## config.mk

```make
export PLATFORM = sky130hd
export DESIGN_NAME = error_stretch
export DESIGN_NICKNAME = d
export VERILOG_FILES = /design/src/error_stretch.sv
export SDC_FILE = /design/constraint.sdc
export NUM_CORES = 1
export LEC_CHECK = 0
export BUFFER_PORTS_ARGS = -buffer_cell sky130_fd_sc_hd__buf_2
export CELL_PAD_IN_SITES_DETAIL_PLACEMENT = 0
export CELL_PAD_IN_SITES_GLOBAL_PLACEMENT = 1
export CORE_MARGIN = 2
export CORE_UTILIZATION = 47
export DETAILED_ROUTE_END_ITERATION = 16
export PLACE_DENSITY = 0.77
export SYNTH_ARGS = -nofsm -noshare
export SYNTH_HDL_FRONTEND = slang
export SYNTH_SLANG_ARGS = --single-unit
```

## constraint.sdc

```tcl
create_clock -name clk -period 2.4 [get_ports clk]
set_input_delay 0.24 -clock clk [delete_from_list [all_inputs] [get_ports clk]]
set_output_delay 0.24 -clock clk [all_outputs]
set_load 0.01 [all_outputs]
```

## src/error_stretch.sv

```systemverilog
`timescale 1ns/10ps

module error_stretch #(
    parameter int STRETCH = 37_500_000
) (
    input  logic clk,
    input  logic rstn,
    input  logic trigger,
    output logic hold
);

    localparam int CW = $clog2(STRETCH + 1);

    logic [CW-1:0] cnt;

    always_ff @(posedge clk or negedge rstn) begin
        if (!rstn) begin
            cnt <= '0;
        end else if (trigger) begin
            cnt <= CW'(STRETCH);   // restart on every new pulse
        end else if (cnt != '0) begin
            cnt <= cnt - 1'b1;
        end
    end

    assign hold = (cnt != '0);

endmodule

```

## Word level (Yosys, flattened, before mapping)

Cells that the tools add are included.
W data, S select, Z words.

- Output and inout bits: 1
- Logic and storage cells: 6
- Flip-flop bits (word level): 26

- Mux-type cells: 2
- $add $sub $neg: 1
- Reduce and logical (&&, ||, !) cells: 2

Operators with widths:

| kind | number |
|---|---|
| $mux W26 | 2 |
| $reduce_bool A26 Y1 | 1 |
| $sub A26 B1 Y26 const B | 1 |
| $reduce_bool A2 Y1 | 1 |

## Logic depth before layout (Yosys ltp)

Gate-level depths: netlist (run 1).

- Depth in word-level cells: 3
- Gate-level depth with buffers: 9

## Worst setup path before layout (run 1)

Ideal clock, no wire load.

- Kind: reg-to-reg
- From: register cnt[0]
- To: register cnt[12]
- Data required time: 2.277 ns
- Setup slack: 0.575 ns
- Arrival time: 1.701 ns
- Period minus slack after synthesis: 1.825 ns
- Stages on the path, launching flop included: 9
- Cell sequence: dfrtp_1 inv_1 ha_1 nor3b_1 nand4_1 clkbuf_1 o211ai_1 xor2_1 nand2_1

- Longest elaborated chain between the ends: 3
- Elaborated cells between the ends (all ways): 5
- Those cells by class: add/sub: 1; mux: 2; reduce/logical: 2

Ends and longest elaborated chain:

| element | line | source |
|---|---|---|
| start: declaration | 14 | `logic [CW-1:0] cnt;` |
| start signal: assignment | 20 | `cnt <= CW'(STRETCH);` |
| start signal: assignment | 22 | `cnt <= cnt - 1'b1;` |
| $sub A26 B1 Y26 | 22 |  |
| $mux W26 | 21 | `end else if (cnt != '0) begin` |
| $mux W26 | 19 | `end else if (trigger) begin` |

Parallel ways exist; a longest one is shown, timed or not. The select of a mux whose other input is x is not followed.
A chain may end at the register's enable or synchronous reset.

## Worst setup path in the final report (run 1)

- From: register cnt[0]
- To: output port hold

- Longest elaborated chain between the ends: 1

Ends and longest elaborated chain:

| element | line | source |
|---|---|---|
| $reduce_bool A26 Y1 | 26 | `assign hold = (cnt != '0);` |
| end: declaration | 9 | `output logic hold` |

Every way passes these cells.

==> results_dict.tcl, run 1 <==
set metrics [dict create \
    use_met2_pct 30.75 \
    drc 0 \
    synth_edf_count 0 \
    setup_viol 0 \
    start_util_pct 48.80 \
    die_y_microns 60.07 \
    clock_tree.buffer_depth 2 \
    row_count 20 \
    detail_route.vias_per_cell 5.636 \
    antenna_found_initial 0 \
    status "completed" \
    grt_usage_pct 20.05 \
    coreArea_sq_um 3028 \
    cts_max_level 1 \
    seq_area_sq_um 650.6 \
    hp-class "in2reg" \
    crit_required_ps 2160 \
    cts_tree "yes" \
    grt_pass1_vias 1194 \
    dieArea_sq_um 3608 \
    async_flop_share_pct 100.0 \
    routabilityCongestion 0.8027 \
    drt_first_iter_violations 39 \
    final-hold-violation-count 0 \
    syn_to_final_growth_pct 10.92 \
    path_class "reg2out" \
    cp-end-kind "output pin" \
    netlist_instances 156 \
    synth_top_area_share_pct 44.03 \
    largest_register_ffs 26 \
    cts.sinks 26 \
    vdd_ir_drop_max_uv 309.2 \
    first_pass_iters 6 \
    synth_commonest_cells "dfrtp_1 (26), nor2_1 (19), nor4_1 (9), xor2_1 (9)" \
    use_met3_pct 5.195 \
    clk_pin_slew_ps 150 \
    die_x_microns 60.07 \
    fill_cells 288 \
    grt_pass1_wl_microns 5423 \
    vias 1178 \
    grt_max_degree 27 \
    critPathArrivalTime_ps 1930 \
    num_io_pins 4 \
    reg_top3 "cnt (26)" \
    synthFlopType "dfrtp_1" \
    drive_above_1_share_pct 16.97 \
    finalClockSkew_ps 4.387 \
    root_buffer "clkbuf_4" \
    rsz0062_at_grt "false" \
    numPortBuffers 3 \
    p_leak_nw 0.5901 \
    final_util_pct 54.13 \
    busiest_layer "met2" \
    hold-worst-slack_ps 291.6 \
    multi_input_area_sq_um 799.5 \
    synth.avg_cell_area_sq_um 9.472 \
    ys_warn_count 0 \
    max_slew_margin_pct 60.22 \
    synth_nets 160 \
    power.density_nw_per_um2 554.8 \
    synth_area_sq_um 1478 \
    met1_usage_pct 28.97 \
    yosysSeqAreaShare_pct 44.03 \
    worst_pin_slew_ps 596.7 \
    wirelength_microns 3054 \
    fmax_ghz 0.4618 \
    num_antenna_cells 0 \
    worstSetupStartpointType "register" \
    clkLatencyLatePin_ps 330 \
    synth_area_leaders "dfrtp_1 (44%), xor2_1 (5.3%), nor2_1 (4.8%)" \
    crit_fanout 5 \
    post-route-min-period_ps 2166 \
    yosysUniqueCellTypes 43 \
    r2r_setup_slack_ps 300 \
    maxCapViolCount 0 \
    cts_buffers 3 \
    hpwl_microns 2135 \
    ys_ff_latch 26 \
    synth_top_cell_by_area "dfrtp_1" \
    grt-ovfl-total 0 \
    tns_ps 0 \
    synth_most_common_cell "dfrtp_1" \
    period_share_pct 90.24 \
    wire_per_inst_microns 14.61 \
    largest_register "cnt" \
    drv_slew 0 \
    nets 170 \
    ant_nets 0 \
]
[final cells by class]
class                      count  area share [%]
clock buffer                   3           1.374
clock inverter                 1           1.832
inverter                       5           1.145
multi-input combinational    121           48.78
sequential                    26           39.69
tap                           44           3.359
timing repair buffer           9           3.817
[critical path, stage by stage (launching register included)]
cell and delay, ps:
dfrtp_1 440, inv_1 90, ha_1 170, nor3b_2 190
nand4_1 240, nor2_4 230, inv_2 80, buf_2 140
[layer usage]
| layer | vias to the layer above | wire, microns |
|---|---|---|
| li1 | 590 | - |
| met1 | 570 | 1534 |
| met2 | 16 | 1399 |
| met3 | 2 | 101 |
| met4 | 0 | 19 |
| met5 | - | 0 |
[metrics by stage]
stage | cell area (sq um) | cells | power [W] | setup WS, ps
after floorplan | 1478 | 156 | 0.0005704 | 575.2
after global placement | 1551 | 202 | 0.0006051 | 367.0
after detailed placement | 1551 | 202 | 0.0006058 | 277.1
after CTS | 1619 | 207 | 0.0009163 | 14.06
after global routing | 1639 | 209 | 0.0009515 | 22.36
final | 1639 | 209 | 0.0009093 | 234.4
[path summary, 6_finish.rpt]
| kind | depth (start not counted) | start | endpoint |
|---|---|---|---|
| min reg2reg | 2 | cnt[12] | cnt[12] |
| max | 7 | cnt[0] | hold |
| min in group asynchronous | 2 | rstn | cnt[7] |
| max reg2reg | 8 | cnt[0] | cnt[24] |
| min | 3 | trigger | cnt[6] |
| max in group asynchronous | 2 | rstn | cnt[11] |
[layout by cell type, fill, tap and decap left out, types with 2 or more instances in the layout]
master	count
dfrtp_1	26
nor2_1	19
nor4_1	9
xor2_1	9
o21ai_0	8
nand2_1	8
nor3_1	6
or3_1	6
a21oi_1	6
xnor2_1	5
buf_4	5
nand4_1	4
or4_1	4
inv_1	3
o31ai_1	3
nand3_1	3
clkbuf_4	3
buf_2	3
nor4_2	2
nor2_4	2
and4_1	2
or4_4	2
o21ai_1	2
o211ai_1	2
nor2b_1	2
mux2i_1	2
[cell families after synthesis]
logic type | after synthesis | synth area share (%)
and+or+nand+nor | 80 | 33.02
xor gates and xnor gates | 14 | 8.298
muxes | 2 | 1.355
adders and majority gates | 1 | 0.8466
buffers and inverters | 9 | 2.540
AOI/OAI and AO/OA | 24 | 9.907
DFF | 26 | 44.03
[power breakdown]
group	switching, W	internal, W	total, W
sequential	0.0000294	0.000457	0.000486
clock	0.000139	0.000169	0.000308
combinational	0.0000689	0.0000463	0.000115
total	0.000237	0.000672	0.000909
[repair_timing]
action                                 in CTS  in global routing
setup buffers                               0                  2
pin swaps                                   1                  2
endpoints found under the hold margin      26                  0
setup endpoints to repair                   1                  1
hold buffers                                1                  0
resized for setup                           1                  1
Note: power is estimated with default switching activity, not from simulation.
==> run 2, diff against run 1 <==
--- a/config.mk
+++ b/config.mk
@@ -11,6 +11,7 @@
 export CORE_MARGIN = 2
 export CORE_UTILIZATION = 47
 export DETAILED_ROUTE_END_ITERATION = 16
+export HOLD_SLACK_MARGIN = 0.02
 export PLACE_DENSITY = 0.77
 export SYNTH_ARGS = -nofsm -noshare
 export SYNTH_HDL_FRONTEND = slang
==> constraint.sdc (replaced) <==
create_clock -name clk -period 2.3 [get_ports clk]
set_input_delay 0.23 -clock clk [delete_from_list [all_inputs] [get_ports clk]]
set_output_delay 0.23 -clock clk [all_outputs]
set_load 0.01 [all_outputs]
==> run 2 against run 1 <==
Compared with the run above: combinational power rose by 7%; register-to-register slack worse by 90 ps; hold slack improved by 6.2 ps; flip-flop and latch count did not move; critical path depth unchanged; clock skew increased by 1.0 ps; worst setup slack lost 71 ps; power shrank 5.6%; sequential share of layout area shrank 0.30 points; core utilization rose by 0.41 points; via count increased by 3.0%; non-clock buffer count rose by 3.
==> results_dict.tcl, run 2 (synthesis results as in run 1) <==
set metrics [dict create \
    hpwl_microns 2267 \
    crit_required_ps 2070 \
    power.density_nw_per_um2 519.9 \
    cpPeakStageDelay_ps 430 \
    grt_pass1_wl_microns 5747 \
    cp-end-kind "output pin" \
    place_worst_setup_slack_ps 144.2 \
    path_depth 7 \
    path_class "reg2out" \
    min_to "cnt[13]" \
    wirelength_microns 3179 \
    cpMaxStageDelayCell "dfrtp_1" \
    clk_pin_slew_ps 140 \
    period_share_pct 92.90 \
    cts_tree "yes" \
    clkLatencyLatePin_ps 320 \
    vias 1213 \
    path_buf_inv 3 \
    tns_ps 0 \
    worstHoldStart "trigger" \
    cts_max_level 1 \
    p_switching_w 0.0002356 \
    largest_register "cnt" \
    grt_max_degree 27 \
    row_count 20 \
    fill_cells 272 \
    cts.sinks 26 \
    cts_buffers 3 \
    r2r_setup_slack_ps 210 \
    grt_pass1_vias 1234 \
    drive_above_1_share_pct 19.05 \
    power_frac_seq_pct 59.2 \
    numPortBuffers 3 \
    syn_to_final_growth_pct 11.77 \
    wire_per_inst_microns 15.00 \
    setup_viol 0 \
    r2r_end "cnt[3]" \
    root_buffer "clkbuf_4" \
    use_met3_pct 1.948 \
    final_util_pct 54.55 \
    reg2reg_depth 9 \
    final_cells 212 \
    p_leak_nw 0.5980 \
    reg_top3 "cnt (26)" \
    finalClockSkew_ps 5.387 \
    antenna_found_initial 0 \
    worst_pin_slew_ps 575.6 \
    cp_cell_sequence "inv_1 > ha_1 > nor3b_2 > nand4_1 > nor2_4 > inv_2 > buf_2" \
    routabilityCongestion 0.7987 \
    start_util_pct 48.80 \
    use_met2_pct 34.47 \
    ant_nets 0 \
    dp_cells 204 \
    hp-class "in2reg" \
    largest_register_ffs 26 \
    internal_power_w 0.0006232 \
    vdd_ir_drop_max_uv 258.3 \
    layout_commonest_cell "dfrtp_1" \
    combPwrFrac_pct 14.3 \
    coreArea_sq_um 3028 \
    crit_fanout 5 \
    fmax_ghz 0.4680 \
    status "completed" \
    dieArea_sq_um 3608 \
    maxCapViolCount 0 \
    num_antenna_cells 0 \
    grt_usage_pct 21.28 \
    die_x_microns 60.07 \
    post-route-min-period_ps 2137 \
    clock_tree.buffer_depth 2 \
    nets 173 \
    worstSetupStartpointType "register" \
    p_sw_share_pct 27.43 \
    clock_power_share_pct 26.5 \
    grt-ovfl-total 0 \
    die_y_microns 60.07 \
    postLayoutSetupSlackWorst_ps 163.4 \
    final-hold-violation-count 0 \
    drt_first_iter_violations 70 \
    num_io_pins 4 \
    rr_startpoint "cnt[0]" \
    met1_usage_pct 29.84 \
    busiest_layer "met2" \
    critPathArrivalTime_ps 1910 \
    min_path_cells 3 \
    layout_common_cells "dfrtp_1 (26), nor2_1 (19), xor2_1 (9)" \
    crit_family "simple AND/OR/NAND/NOR gates" \
    drv_slew 0 \
    max_slew_margin_pct 61.63 \
    drc 0 \
    detail_route.vias_per_cell 5.722 \
    first_pass_iters 4 \
]
## run 2: layout make-up
| cell class | instances | area [sq um] | area share, % |
|---|---|---|---|
| clock buffer | 4 | 36.28 | 2.197 |
| tap | 44 | 55.05 | 3.333 |
| sequential | 26 | 650.6 | 39.39 |
| multi-input combinational | 121 | 805.8 | 48.79 |
| timing repair buffer | 12 | 85.08 | 5.152 |
| inverter | 5 | 18.77 | 1.136 |
## run 2: metal layers
layer	share of wire, %	routed length, microns
met5	0	0
met3	1.2	38
met4	0.98	31
met2	48	1541
met1	49	1567
## run 2: worst max path at each step
stage / start / slack (ps) / end
6_report: cnt[0] / 160 / hold
5_1_grt: cnt[0] / -20 / hold
4_1_cts: cnt[0] / 70 / hold
3_5_place_dp: cnt[0] / 140 / hold
3_3_place_gp: cnt[0] / 230 / hold
2_1_floorplan: cnt[0] / 480 / cnt[12]
## run 2: power by group through the flow
stage / Sequential (W) / Clock [W] / Combinational (W)
2_1_floorplan: 0.000507 / 0 / 0.0000886
3_3_place_gp: 0.000514 / 0 / 0.000119
3_5_place_dp: 0.000514 / 0 / 0.000118
4_1_cts: 0.000505 / 0.000242 / 0.000120
5_1_grt: 0.000512 / 0.000263 / 0.000140
6_report: 0.000508 / 0.000228 / 0.000123
## run 2: repair_timing
| item | in CTS | in global routing |
|---|---|---|
| gates resized for setup | 1 | 2 |
| hold buffers | 1 | 0 |
| endpoints found under the setup margin | 1 | 6 |
| setup buffers | 1 | 2 |
| endpoints found under the hold margin | 26 | 0 |
| pin swaps | 1 | 2 |
## run 2: worst reg2reg max path: stages (launching register included)
cell and delay, ps:
dfrtp_1 430, inv_1 90, ha_1 180, nor3b_2 190
nand4_1 280, buf_4 230, buf_4 140, o21ai_0 220
xor2_1 180, nor2_1 50
## run 2: metrics by stage
stage | power (W) | cell area, sq um | hold WS (ps)
after detailed placement | 0.0006324 | 1567 | 274.7
after floorplan | 0.0005952 | 1478 | -65.59
after CTS | 0.0008678 | 1625 | 281.1
final | 0.0008587 | 1652 | 297.7
after global routing | 0.0009138 | 1652 | 296.4
after global placement | 0.0006324 | 1567 | 261.7
