## config.mk

```make
export PLATFORM = sky130hd
export DESIGN_NAME = line_swap_ctrl
export DESIGN_NICKNAME = d
export VERILOG_FILES = /design/src/swap_pkg.sv /design/src/video_pkg.sv /design/src/line_swap_ctrl.sv
export SDC_FILE = /design/constraint.sdc
export NUM_CORES = 1
export LEC_CHECK = 0
export BUFFER_PORTS_ARGS = -buffer_cell sky130_fd_sc_hd__buf_2
export CAP_MARGIN = 20
export CORE_ASPECT_RATIO = 0.7
export CORE_MARGIN = 2
export CORE_UTILIZATION = 49
export DETAILED_ROUTE_END_ITERATION = 7
export PLACE_DENSITY = 0.75
export SYNTH_ARGS = -nofsm -noshare
export SYNTH_HDL_FRONTEND = slang
export SYNTH_SLANG_ARGS = --single-unit
```

## constraint.sdc

```tcl
create_clock -name clk -period 1.92 [get_ports clk]
set_input_delay 0.384 -clock clk [delete_from_list [all_inputs] [get_ports clk]]
set_output_delay 0.384 -clock clk [all_outputs]
set_load 0.02 [all_outputs]
```

## src/swap_pkg.sv

```systemverilog
package swap_pkg;

    typedef enum logic [2:0] {
        IDLE       = 3'd0,
        WAIT_VSYNC = 3'd1,
        WAIT_CAM1  = 3'd2,
        READ_CAM1  = 3'd3,
        WAIT_CAM2  = 3'd4,
        READ_CAM2  = 3'd5
    } swap_state_t;

    typedef logic [9:0]  row_t;
    typedef logic [11:0] bcnt_t;   // bytes within one line, up to 2 x 2048

    typedef struct packed {
        logic acquire;
        logic cam_id;      // 0 = camera 1, 1 = camera 2
        row_t cam_row;
    } status_t;

endpackage

```

## src/video_pkg.sv

```systemverilog
package video_pkg;

    localparam int CHAN_W = 8;     // one colour channel
    localparam int PIX_W  = 16;    // rgb565 pixel
    localparam int BYTE_W = 8;

    typedef logic [CHAN_W-1:0] chan_t;
    typedef logic [PIX_W-1:0]  rgb565_t;
    typedef logic [BYTE_W-1:0] byte_t;

    // one camera word, msb first
    typedef struct packed {
        logic  vsync;
        logic  hsync;
        logic  de;
        chan_t r;
        chan_t g;
        chan_t b;
    } cam_pack_t;

endpackage
```

## src/line_swap_ctrl.sv

```systemverilog
`timescale 1ns/10ps

module line_swap_ctrl #(
    parameter int H_ACT = 1280,
    parameter int V_ACT = 720
) (
    input  logic              clk,
    input  logic              rstn,
    input  logic              trig,
    input  logic              read_en,
    input  logic              cam1_vsync,
    input  logic              cam2_vsync,
    input  logic              cam1_ready,
    input  logic              cam2_ready,
    input  video_pkg::byte_t  cam1_byte,
    input  video_pkg::byte_t  cam2_byte,
    output logic              flush,
    output logic              cam1_pop,
    output logic              cam2_pop,
    output swap_pkg::status_t status,
    output video_pkg::byte_t  cam_data,
    output logic              cam_valid,
    output logic              sync_err
);

    swap_pkg::swap_state_t state;
    swap_pkg::bcnt_t       byte_cnt;
    swap_pkg::row_t        row_cnt;     // row being fetched
    swap_pkg::row_t        row_q;       // row shown on status
    logic                  acquire_q;
    logic                  cam_id_q;
    logic                  vs1_d;
    logic                  vs2_d;
    logic                  fall1;
    logic                  fall2;
    logic                  pop_any;
    logic                  last_byte;

    assign fall1 = vs1_d && !cam1_vsync;
    assign fall2 = vs2_d && !cam2_vsync;

    // fifos stay empty until a frame start is seen
    assign flush = (state == swap_pkg::IDLE) || (state == swap_pkg::WAIT_VSYNC);

    assign cam1_pop  = read_en && (state == swap_pkg::READ_CAM1);
    assign cam2_pop  = read_en && (state == swap_pkg::READ_CAM2);
    assign pop_any   = cam1_pop || cam2_pop;
    assign last_byte = pop_any && (byte_cnt == swap_pkg::bcnt_t'(2 * H_ACT - 1));

    assign status = '{acquire: acquire_q, cam_id: cam_id_q, cam_row: row_q};

    always_ff @(posedge clk) begin
        if (pop_any) begin
            cam_data <= cam2_pop ? cam2_byte : cam1_byte;
        end
    end

    always_ff @(posedge clk or negedge rstn) begin
        if (!rstn) begin
            state     <= swap_pkg::IDLE;
            byte_cnt  <= '0;
            row_cnt   <= '0;
            row_q     <= '0;
            acquire_q <= 1'b0;
            cam_id_q  <= 1'b0;
            vs1_d     <= 1'b0;
            vs2_d     <= 1'b0;
            sync_err  <= 1'b0;
            cam_valid <= 1'b0;
        end else begin
            vs1_d     <= cam1_vsync;
            vs2_d     <= cam2_vsync;
            acquire_q <= 1'b0;
            sync_err  <= 1'b0;
            cam_valid <= pop_any;   // one cycle behind the pop
            if (pop_any) byte_cnt <= last_byte ? '0 : byte_cnt + 1'b1;

            case (state)
                swap_pkg::IDLE: begin
                    cam_id_q <= 1'b0;
                    row_cnt  <= '0;
                    row_q    <= '0;
                    byte_cnt <= '0;
                    if (trig) state <= swap_pkg::WAIT_VSYNC;
                end
                swap_pkg::WAIT_VSYNC: begin
                    if (fall1 && fall2) begin
                        state <= swap_pkg::WAIT_CAM1;
                    end else if (fall1 || fall2) begin
                        sync_err <= 1'b1;   // cameras out of step
                        state    <= swap_pkg::IDLE;
                    end
                end
                swap_pkg::WAIT_CAM1: begin
                    if (cam1_ready) begin
                        acquire_q <= 1'b1;
                        cam_id_q  <= 1'b0;
                        row_q     <= row_cnt;
                        state     <= swap_pkg::READ_CAM1;
                    end
                end
                swap_pkg::READ_CAM1: begin
                    if (last_byte) state <= swap_pkg::WAIT_CAM2;
                end
                swap_pkg::WAIT_CAM2: begin
                    if (cam2_ready) begin
                        acquire_q <= 1'b1;
                        cam_id_q  <= 1'b1;
                        state     <= swap_pkg::READ_CAM2;
                    end
                end
                swap_pkg::READ_CAM2: begin
                    if (last_byte) begin
                        if (row_cnt == swap_pkg::row_t'(V_ACT - 1)) begin
                            state <= swap_pkg::IDLE;   // frame done
                        end else begin
                            row_cnt <= row_cnt + 1'b1;
                            state   <= swap_pkg::WAIT_CAM1;
                        end
                    end
                end
                default: state <= swap_pkg::IDLE;
            endcase
        end
    end

endmodule

```

======== Yosys cells after proc, flatten, opt, wreduce, memory -nomap -nowiden ========
Cells that the tools add are included.
W data, S select, Z words.
word-level totals
  flip-flop bits (word level) ............. 49
  input bits .............................. 24
  output and inout port bits .............. 25
  word-level logic and storage cells ...... 74
operators by class
  $add $sub $neg .......................... 2
  eq/ne operators ......................... 14
  muxes and demuxes ....................... 27
  reductions and logical operators ........ 20
operators by type and width
  operator                 count
  $pmux W10 S2             2
  $mux W12                 3
  $mux W10                 3
  $mux W3                  7
  $pmux W3 S6              1
  $add A12 B1 Y12 const B  1
  $eq A12 B12 Y1 const B   1
  $ne A2 B2 Y1 const B     6
  $add A10 B1 Y10 const B  1
  $eq A10 B10 Y1 const B   1
  $mux W8                  1
  $mux W1                  7
  $eq A3 B2 Y1 const B     2
  $eq A3 B3 Y1 const B     2
  $logic_and A1 B1 Y1      6
  $reduce_and A3 Y1        2
  $reduce_and A6 Y1        1
  $reduce_bool A2 Y1       3
  $eq A3 B1 Y1 const B     1
  $logic_not A3 Y1         1
  $logic_or A1 B1 Y1       3
  $ne A3 B1 Y1 const B     1
  $pmux W1 S3              1
  $reduce_bool A3 Y1       1
  4 further kinds          5

======== Longest topological paths before layout ========
Gate-level depths: netlist of run 1.
  depth in word-level cells ............... 7
  gate-level depth with buffers ........... 7
  mapped depth without buffers ............ 6

======== Worst setup path after synthesis of run 1 ========
No wires, ideal clock.
  kind .................................... register -> register
  start point ............................. register row_cnt[0]
  end point ............................... register row_cnt[5]
  library setup time ...................... 79 ps
  arrival time ............................ 1733 ps
  slack ................................... 107 ps
  cell stages (with the launch flop) ...... 8
  clock period less this slack ............ 1813 ps
  path through ............................ dfrtp_1 -> ha_1 -> and3_1 -> a31oi_1 -> nor2_1 -> buf_2 -> nor4_2 -> mux2i_1
on the way
  longest elaborated chain between the ends .. 4
  elaborated cells between the ends (all ways) .. 7
  those cells by class .................... 1 x add/sub; 2 x eq/ne; 3 x mux; 1 x reduce/logical
ends and longest elaborated chain
  element                 line                   RTL
  start, declared         line_swap_ctrl.sv:28   swap_pkg::row_t row_cnt;
  start signal, assigned  line_swap_ctrl.sv:117  row_cnt <= row_cnt + 1'b1;
  $add A10 B1 Y10         line_swap_ctrl.sv:117
  $mux W10                line_swap_ctrl.sv:114  if (row_cnt == swap_pkg::row_t'(V_ACT - 1)) begin
  $mux W10                line_swap_ctrl.sv:113  if (last_byte) begin
  $pmux W10 S2            line_swap_ctrl.sv:78   case (state)
Parallel ways exist; a longest one is shown, timed or not. The select of a mux whose other input is x is not followed.
A chain may end at the register's enable or synchronous reset.

======== Worst setup path in the final report of run 1 ========
  start point ............................. register state[2]
  end point ............................... output port cam1_pop
on the way
  longest elaborated chain between the ends .. 2
ends and longest elaborated chain
  element                 line                  RTL
  start, declared         line_swap_ctrl.sv:26  swap_pkg::swap_state_t state;
  start signal, assigned  line_swap_ctrl.sv:60  state <= swap_pkg::IDLE;
  start signal, assigned  line_swap_ctrl.sv:84  if (trig) state <= swap_pkg::WAIT_VSYNC;
  start signal, assigned  line_swap_ctrl.sv:88  state <= swap_pkg::WAIT_CAM1;
  $eq A3 B2 Y1            line_swap_ctrl.sv:45  assign cam1_pop = read_en && (state == swap_pkg::READ_CAM1);
  $logic_and A1 B1 Y1     line_swap_ctrl.sv:45
  end, declared           line_swap_ctrl.sv:18  output logic cam1_pop,
Every way passes these cells.

==> results of run 1 <==
==> state kept, by name (all words and copies together) (netlist names) <==
| signal | flops |
|---|---|
| acquire_q | 1 |
| byte_cnt | 12 |
| cam_data | 8 |
| cam_id_q | 1 |
| cam_valid | 1 |
| row_cnt | 10 |
| row_q | 10 |
| state | 3 |
| sync_err | 1 |
| vs1_d | 1 |
| vs2_d | 1 |
==> worst max path at each step <==
| stage | from | endpoint | slack, ps |
|---|---|---|---|
| after floorplan | row_cnt[0]$_DFFE_PN0P_ | row_cnt[5]$_DFFE_PN0P_ | 110 |
| after global placement | row_cnt[5]$_DFFE_PN0P_ | row_cnt[3]$_DFFE_PN0P_ | -10 |
| after detailed placement | row_cnt[5]$_DFFE_PN0P_ | row_cnt[5]$_DFFE_PN0P_ | -10 |
| after CTS | byte_cnt[1]$_DFFE_PN0P_ | row_cnt[3]$_DFFE_PN0P_ | 5 |
| after global routing | state[0]$_DFFE_PN0P_ | byte_cnt[3]$_DFFE_PN0P_ | -20 |
| final | state[2]$_DFFE_PN0P_ | cam1_pop | 60 |
==> per-stage QoR <==
stage | cell area, µm² | hold WS, ps | util [%] | setup slack (ps) | TNS [ps]
final | 3233 | 124.4 | 66.51 | 55.27 | 0
after global routing | 3233 | 159.4 | 66.51 | -22.97 | -60.39
after CTS | 3147 | 142.7 | 64.74 | 5.080 | 0
after detailed placement | 2982 | 466.4 | 61.34 | -13.24 | -30.63
after global placement | 2982 | 457.2 | 61.34 | -12.17 | -16.64
after floorplan | 2502 | 88.41 | - | 107.5 | 0
==> timing repair <==
item	in CTS	in global routing
hold buffers	0	0
buffers inserted	4	2
pin swaps	2	2
endpoints found under the setup margin	6	11
gates resized for setup	10	15
==> where the power goes <==
group          total (µW)  leakage [µW]  switching [µW]  internal, µW
sequential           1250      0.000631            89.3          1160
combinational         981      0.000818             604           377
clock                 599     0.0000374             342           257
==> cells in the mapped netlist, drive strengths merged (2+ instances only) <==
cell type	count	area share [%]
a21oi	12	2.7
a31oi	3	0.75
and2	2	0.50
and3	3	0.75
buf	7	1.7
clkbuf	6	0.90
dfrtp	41	41
edfxtp	8	9.6
ha	4	2.0
inv	4	0.60
mux2	8	3.6
mux2i	2	0.80
nand2	38	5.7
nand2b	8	2.0
nand3	11	2.2
nand3b	2	1.1
nand4	4	1.3
nand4b	2	0.70
nor2	22	3.3
nor2b	2	0.50
nor3	6	1.9
nor3b	2	0.60
nor4	3	1.5
o21ai	17	3.4
o31ai	6	1.8
or2	2	0.50
or4	4	1.2
xnor2	5	1.7
xor2	6	2.1
==> worst max-delay path: stages, from the launching register on <==
cell      delay (ps)
dfrtp_2          440
buf_4            150
nand2b_1         160
buf_4            160
nor2_2           120
buf_4            150
==> final cells by class <==
cell class	instances	area (µm²)
Clock buffer	6	72.57
Clock inverter	2	15.01
Fill cell	387	1628
Inverter	4	15.01
Multi-Input combinational cell	185	1272
Sequential cell	49	1269
Tap cell	69	86.33
Timing Repair Buffer	83	503.0
==> layer usage <==
metal  up-vias  global-route usage (%)  share of wire, %
li1       1041                       -                 -
met1       982                   31.53                50
met2        76                   30.09                42
met3        10                   4.522               6.3
met4         0                   8.769               1.8
met5         -                       0                 0
==> cells by family after synthesis <==
| family | after synthesis |
|---|---|
| buffers and inverters | 17 |
| adders and majority gates | 4 |
| muxes | 10 |
| xor gates and xnor gates | 11 |
| AOI/OAI and AO/OA | 45 |
| and+or+nand+nor | 115 |
| DFF | 49 |
==> impl_metrics.env, run 1 <==
export IMPL_cts_tree="yes"
export IMPL_worst_pin_slew_ps=519.6
export IMPL_p_leak_uw=0.001486
export IMPL_synth_compound_area_share_pct=10.90
export IMPL_grt_max_degree=42
export IMPL_synth_area_mux_share_pct=4.400
export IMPL_drc=0
export IMPL_clock_latency_ps=310
export IMPL_clockBufferDepth=2
export IMPL_wire_per_inst_um=14.12
export IMPL_crit_path_end_kind="output pin"
export IMPL_mostFrequentLayoutCells="buf_2 (47), dfrtp_1 (39), nand2_1 (37)"
export IMPL_dieHeight_um=63.79
export IMPL_synth_nets=279
export IMPL_synth_cell_types=46
export IMPL_slew_headroom_pct=65.36
export IMPL_final_common_cell="buf_2"
export IMPL_synth_top_family_by_area="simple AND/OR/NAND/NOR gates"
export IMPL_ios=49
export IMPL_die_w_um=89.42
export IMPL_grt_pass1_vias=1982
export IMPL_power_density_nw_per_um2=874.8
export IMPL_required_ps=1540
export IMPL_async_reset_ff_share_pct=83.67
export IMPL_netlist_area_um2=2502
export IMPL_path_class="reg2out"
export IMPL_synthFlopType="dfrtp_1"
export IMPL_clock_sinks=49
export IMPL_gr_total_overflow=0
export IMPL_synthAdderAreaFrac_pct=2.000
export IMPL_r2r_start="row_cnt[0]$_DFFE_PN0P_"
export IMPL_finalSetupViolations=0
export IMPL_dr_pass1_iters=4
export IMPL_finalCritPeriodShare_pct=97.12
export IMPL_initial_core_util_pct=51.48
export IMPL_layout_nets=356
export IMPL_status="completed"
export IMPL_layout_min_cycle_time_ps=1865
export IMPL_root_buffer="clkbuf_8"
export IMPL_placed_cells=384
export IMPL_rsz0062_at_grt="yes"
export IMPL_antenna_found_initial=0
export IMPL_io_buffers=48
export IMPL_rr_endpoint="row_cnt[3]$_DFFE_PN0P_"
export IMPL_drive_above_1_share_pct=37.99
export IMPL_synth_xor_area_share_pct=3.850
export IMPL_dieArea_um2=5704
export IMPL_hpwl_mm=3.922
export IMPL_gp_congestion=0.8412
export IMPL_synth_seq_cells=49
export IMPL_fp_row_count=21
export IMPL_instances_no_fill=398
export IMPL_antenna_cells=0
export IMPL_irDropWorstVdd_mv=0.5220
export IMPL_hold_violations=0
export IMPL_start_kind="register"
export IMPL_drt_total_wl_mm=5.621
export IMPL_clk_pin_slew_worst_paths_ps=90
export IMPL_grt_pass1_wl_mm=9.246
export IMPL_syn2layout_area_growth_pct=29.20
export IMPL_cts_buffers=5
export IMPL_synth_edff_count=8
export IMPL_grt_total_usage_pct=21.25
export IMPL_dr_first_iter_drc_count=86
export IMPL_regToRegSetupSlack_ps=60
export IMPL_hold_class="in2async"
export IMPL_cap_violations=0
export IMPL_ant_nets=0
export IMPL_via_per_inst=5.299
export IMPL_slew_viol_final=0
export IMPL_skew_ps=10.49
export IMPL_fp_coreArea_um2=4861
export IMPL_synthCells=251
export IMPL_total_power_uw=2828
export IMPL_worst_r2r_path_depth=6
export IMPL_yosys_area_share_simple_pct=25.05
export IMPL_htreeDepth=2
export IMPL_yosysSeqAreaShare_pct=50.60
export IMPL_crit_path_max_fanout=4
export IMPL_fmax_mhz=536.3
export IMPL_arrival_ps=1480
export IMPL_syn_mean_instance_area_um2=9.970
export IMPL_ys_warn_count=0
export IMPL_dr_total_vias=2109
Power figures use the tool's default switching activity.
==> run 2, diff against run 1 <==
--- a/config.mk
+++ b/config.mk
@@ -9,9 +9,9 @@
 export CAP_MARGIN = 20
 export CORE_ASPECT_RATIO = 0.7
 export CORE_MARGIN = 2
-export CORE_UTILIZATION = 49
+export CORE_UTILIZATION = 36
 export DETAILED_ROUTE_END_ITERATION = 7
-export PLACE_DENSITY = 0.75
+export PLACE_DENSITY = 0.58
 export SYNTH_ARGS = -nofsm -noshare
 export SYNTH_HDL_FRONTEND = slang
 export SYNTH_SLANG_ARGS = --single-unit
==> impl_metrics.env, run 2 (synthesized netlist as in run 1, its figures left out) <==
export IMPL_finalCritPeriodShare_pct=99.31
export IMPL_skew_ps=13.10
export IMPL_grt_pass1_wl_mm=9.901
export IMPL_ant_nets=0
export IMPL_drt_total_wl_mm=6.554
export IMPL_clockBufferDepth=2
export IMPL_clk_pin_slew_worst_paths_ps=90
export IMPL_hold_class="in2async"
export IMPL_placed_cells=414
export IMPL_dr_pass1_iters=4
export IMPL_p_leak_uw=0.001555
export IMPL_io_buffers=48
export IMPL_wire_per_inst_um=15.10
export IMPL_mostFrequentLayoutCells="buf_2 (46), buf_4 (41), dfrtp_1 (39)"
export IMPL_fp_coreArea_um2=6725
export IMPL_final_common_cell="buf_2"
export IMPL_seq_power_share_pct=39.4
export IMPL_cap_violations=0
export IMPL_slew_headroom_pct=60.56
export IMPL_grt_pass1_vias=1963
export IMPL_clkPwrFrac_pct=23.8
export IMPL_die_w_um=103.7
export IMPL_instances_no_fill=434
export IMPL_layout_nets=367
export IMPL_hold_violations=0
export IMPL_gp_congestion=0.8578
export IMPL_syn2layout_area_growth_pct=36.75
export IMPL_finalSetupViolations=0
export IMPL_crit_path_max_fanout=5
export IMPL_path_class="reg2reg"
export IMPL_layout_min_cycle_time_ps=1907
export IMPL_irDropWorstVdd_mv=0.5483
export IMPL_fp_row_count=25
export IMPL_reg_top3="byte_cnt (12), row_cnt (10), row_q (10)"
export IMPL_fin_util_pct=50.88
export IMPL_initial_core_util_pct=37.21
export IMPL_gr_total_overflow=0
export IMPL_largest_reg_flops=12
export IMPL_start_kind="register"
export IMPL_cts_buffers=5
export IMPL_ios=49
export IMPL_cts_tree="yes"
export IMPL_crit_path_end_kind="register"
export IMPL_hpwl_mm=4.426
export IMPL_grt_max_degree=26
export IMPL_antenna_found_initial=0
export IMPL_dr_total_vias=2166
export IMPL_slew_viol_final=0
export IMPL_worst_pin_slew_ps=588.8
export IMPL_hold_ws_ps=9.851
export IMPL_fill_cells=610
export IMPL_power_density_nw_per_um2=922.7
export IMPL_status="completed"
export IMPL_via_per_inst=4.991
export IMPL_antenna_cells=0
export IMPL_htreeDepth=2
export IMPL_clock_sinks=49
export IMPL_clock_latency_ps=310
export IMPL_drive_above_1_share_pct=38.82
export IMPL_root_buffer="clkbuf_8"
export IMPL_multiInputGateArea_um2=1295
export IMPL_p_int_uw=2029
export IMPL_dpl_cell_area_um2=3063
export IMPL_p_sw_uw=1129
export IMPL_regMostFlops="byte_cnt"
export IMPL_dieArea_um2=7645
export IMPL_required_ps=2150
export IMPL_ff_latch_area_um2=1269
export IMPL_swShare_pct=35.75
export IMPL_final_area_um2=3422
export IMPL_arrival_ps=2130
export IMPL_grt_total_usage_pct=16.61
export IMPL_dr_first_iter_drc_count=150
export IMPL_fmax_mhz=524.5
export IMPL_p_comb_share_pct=36.8
export IMPL_dieHeight_um=73.76
export IMPL_drc=0
[run 2: per-layer routing]
metal	track usage, %	up-vias	part of all wire, %
met5	0	-	0
met4	5.405	0	1.5
met3	3.106	9	4.2
met2	23.62	60	42
met1	25.33	1029	52
li1	-	1068	-
[run 2: critical path, stage by stage, from the launching register on]
cell and delay [ps]:
dfrtp_1 430, buf_4 160, nand2b_1 190, a21oi_4 280, a21oi_4 130, or4_1 490, a21oi_1 160
[run 2: power by group through the flow]
stage / clock network (µW) / registers [µW] / logic (µW)
after floorplan: 0 / 1290 / 518
after global routing: 809 / 1260 / 1270
final: 751 / 1240 / 1160
after CTS: 772 / 1230 / 1020
after detailed placement: 0 / 1250 / 982
after global placement: 0 / 1250 / 972
[run 2: repair_timing]
action,4_1_cts,5_1_grt
pin swaps,0,11
gates resized for setup,6,24
cloned,0,1
setup endpoints to repair,7,8
hold buffers,0,0
setup buffers,2,9
[run 2: through the flow]
step	TNS (ps)	worst slack [ps]	power, µW
2_1_floorplan	0	107.5	1806
3_3_place_gp	0	0.4499	2222
3_5_place_dp	-102.6	-62.69	2235
4_1_cts	0	2.479	3023
5_1_grt	-136.1	-54.69	3336
6_report	0	13.28	3157
[run 2: path summary, 6_finish.rpt]
path | start | end | slack (ps) | cells past startpoint
setup / recovery | state[1]$_DFFE_PN0P_ | row_cnt[7]$_DFFE_PN0P_ | 10 | 6
hold / removal | rstn | vs2_d$_DFF_PN0_ | 10 | 1
setup reg to reg | state[1]$_DFFE_PN0P_ | row_cnt[7]$_DFFE_PN0P_ | 10 | 6
hold reg to reg | row_q[6]$_DFFE_PN0P_ | row_q[6]$_DFFE_PN0P_ | 480 | 2
max in group asynchronous | rstn | state[2]$_DFFE_PN0P_ | 1420 | 2
min in group clk | cam2_vsync | vs2_d$_DFF_PN0_ | 190 | 1
[run 2: final cells by class]
cell class | count | area share, %
Multi-Input combinational cell | 186 | 37.84
Timing Repair Buffer | 93 | 17.95
Clock buffer | 6 | 2.121
Clock inverter | 2 | 1.133
Inverter | 4 | 0.4388
Sequential cell | 49 | 37.08
Tap cell | 94 | 3.437
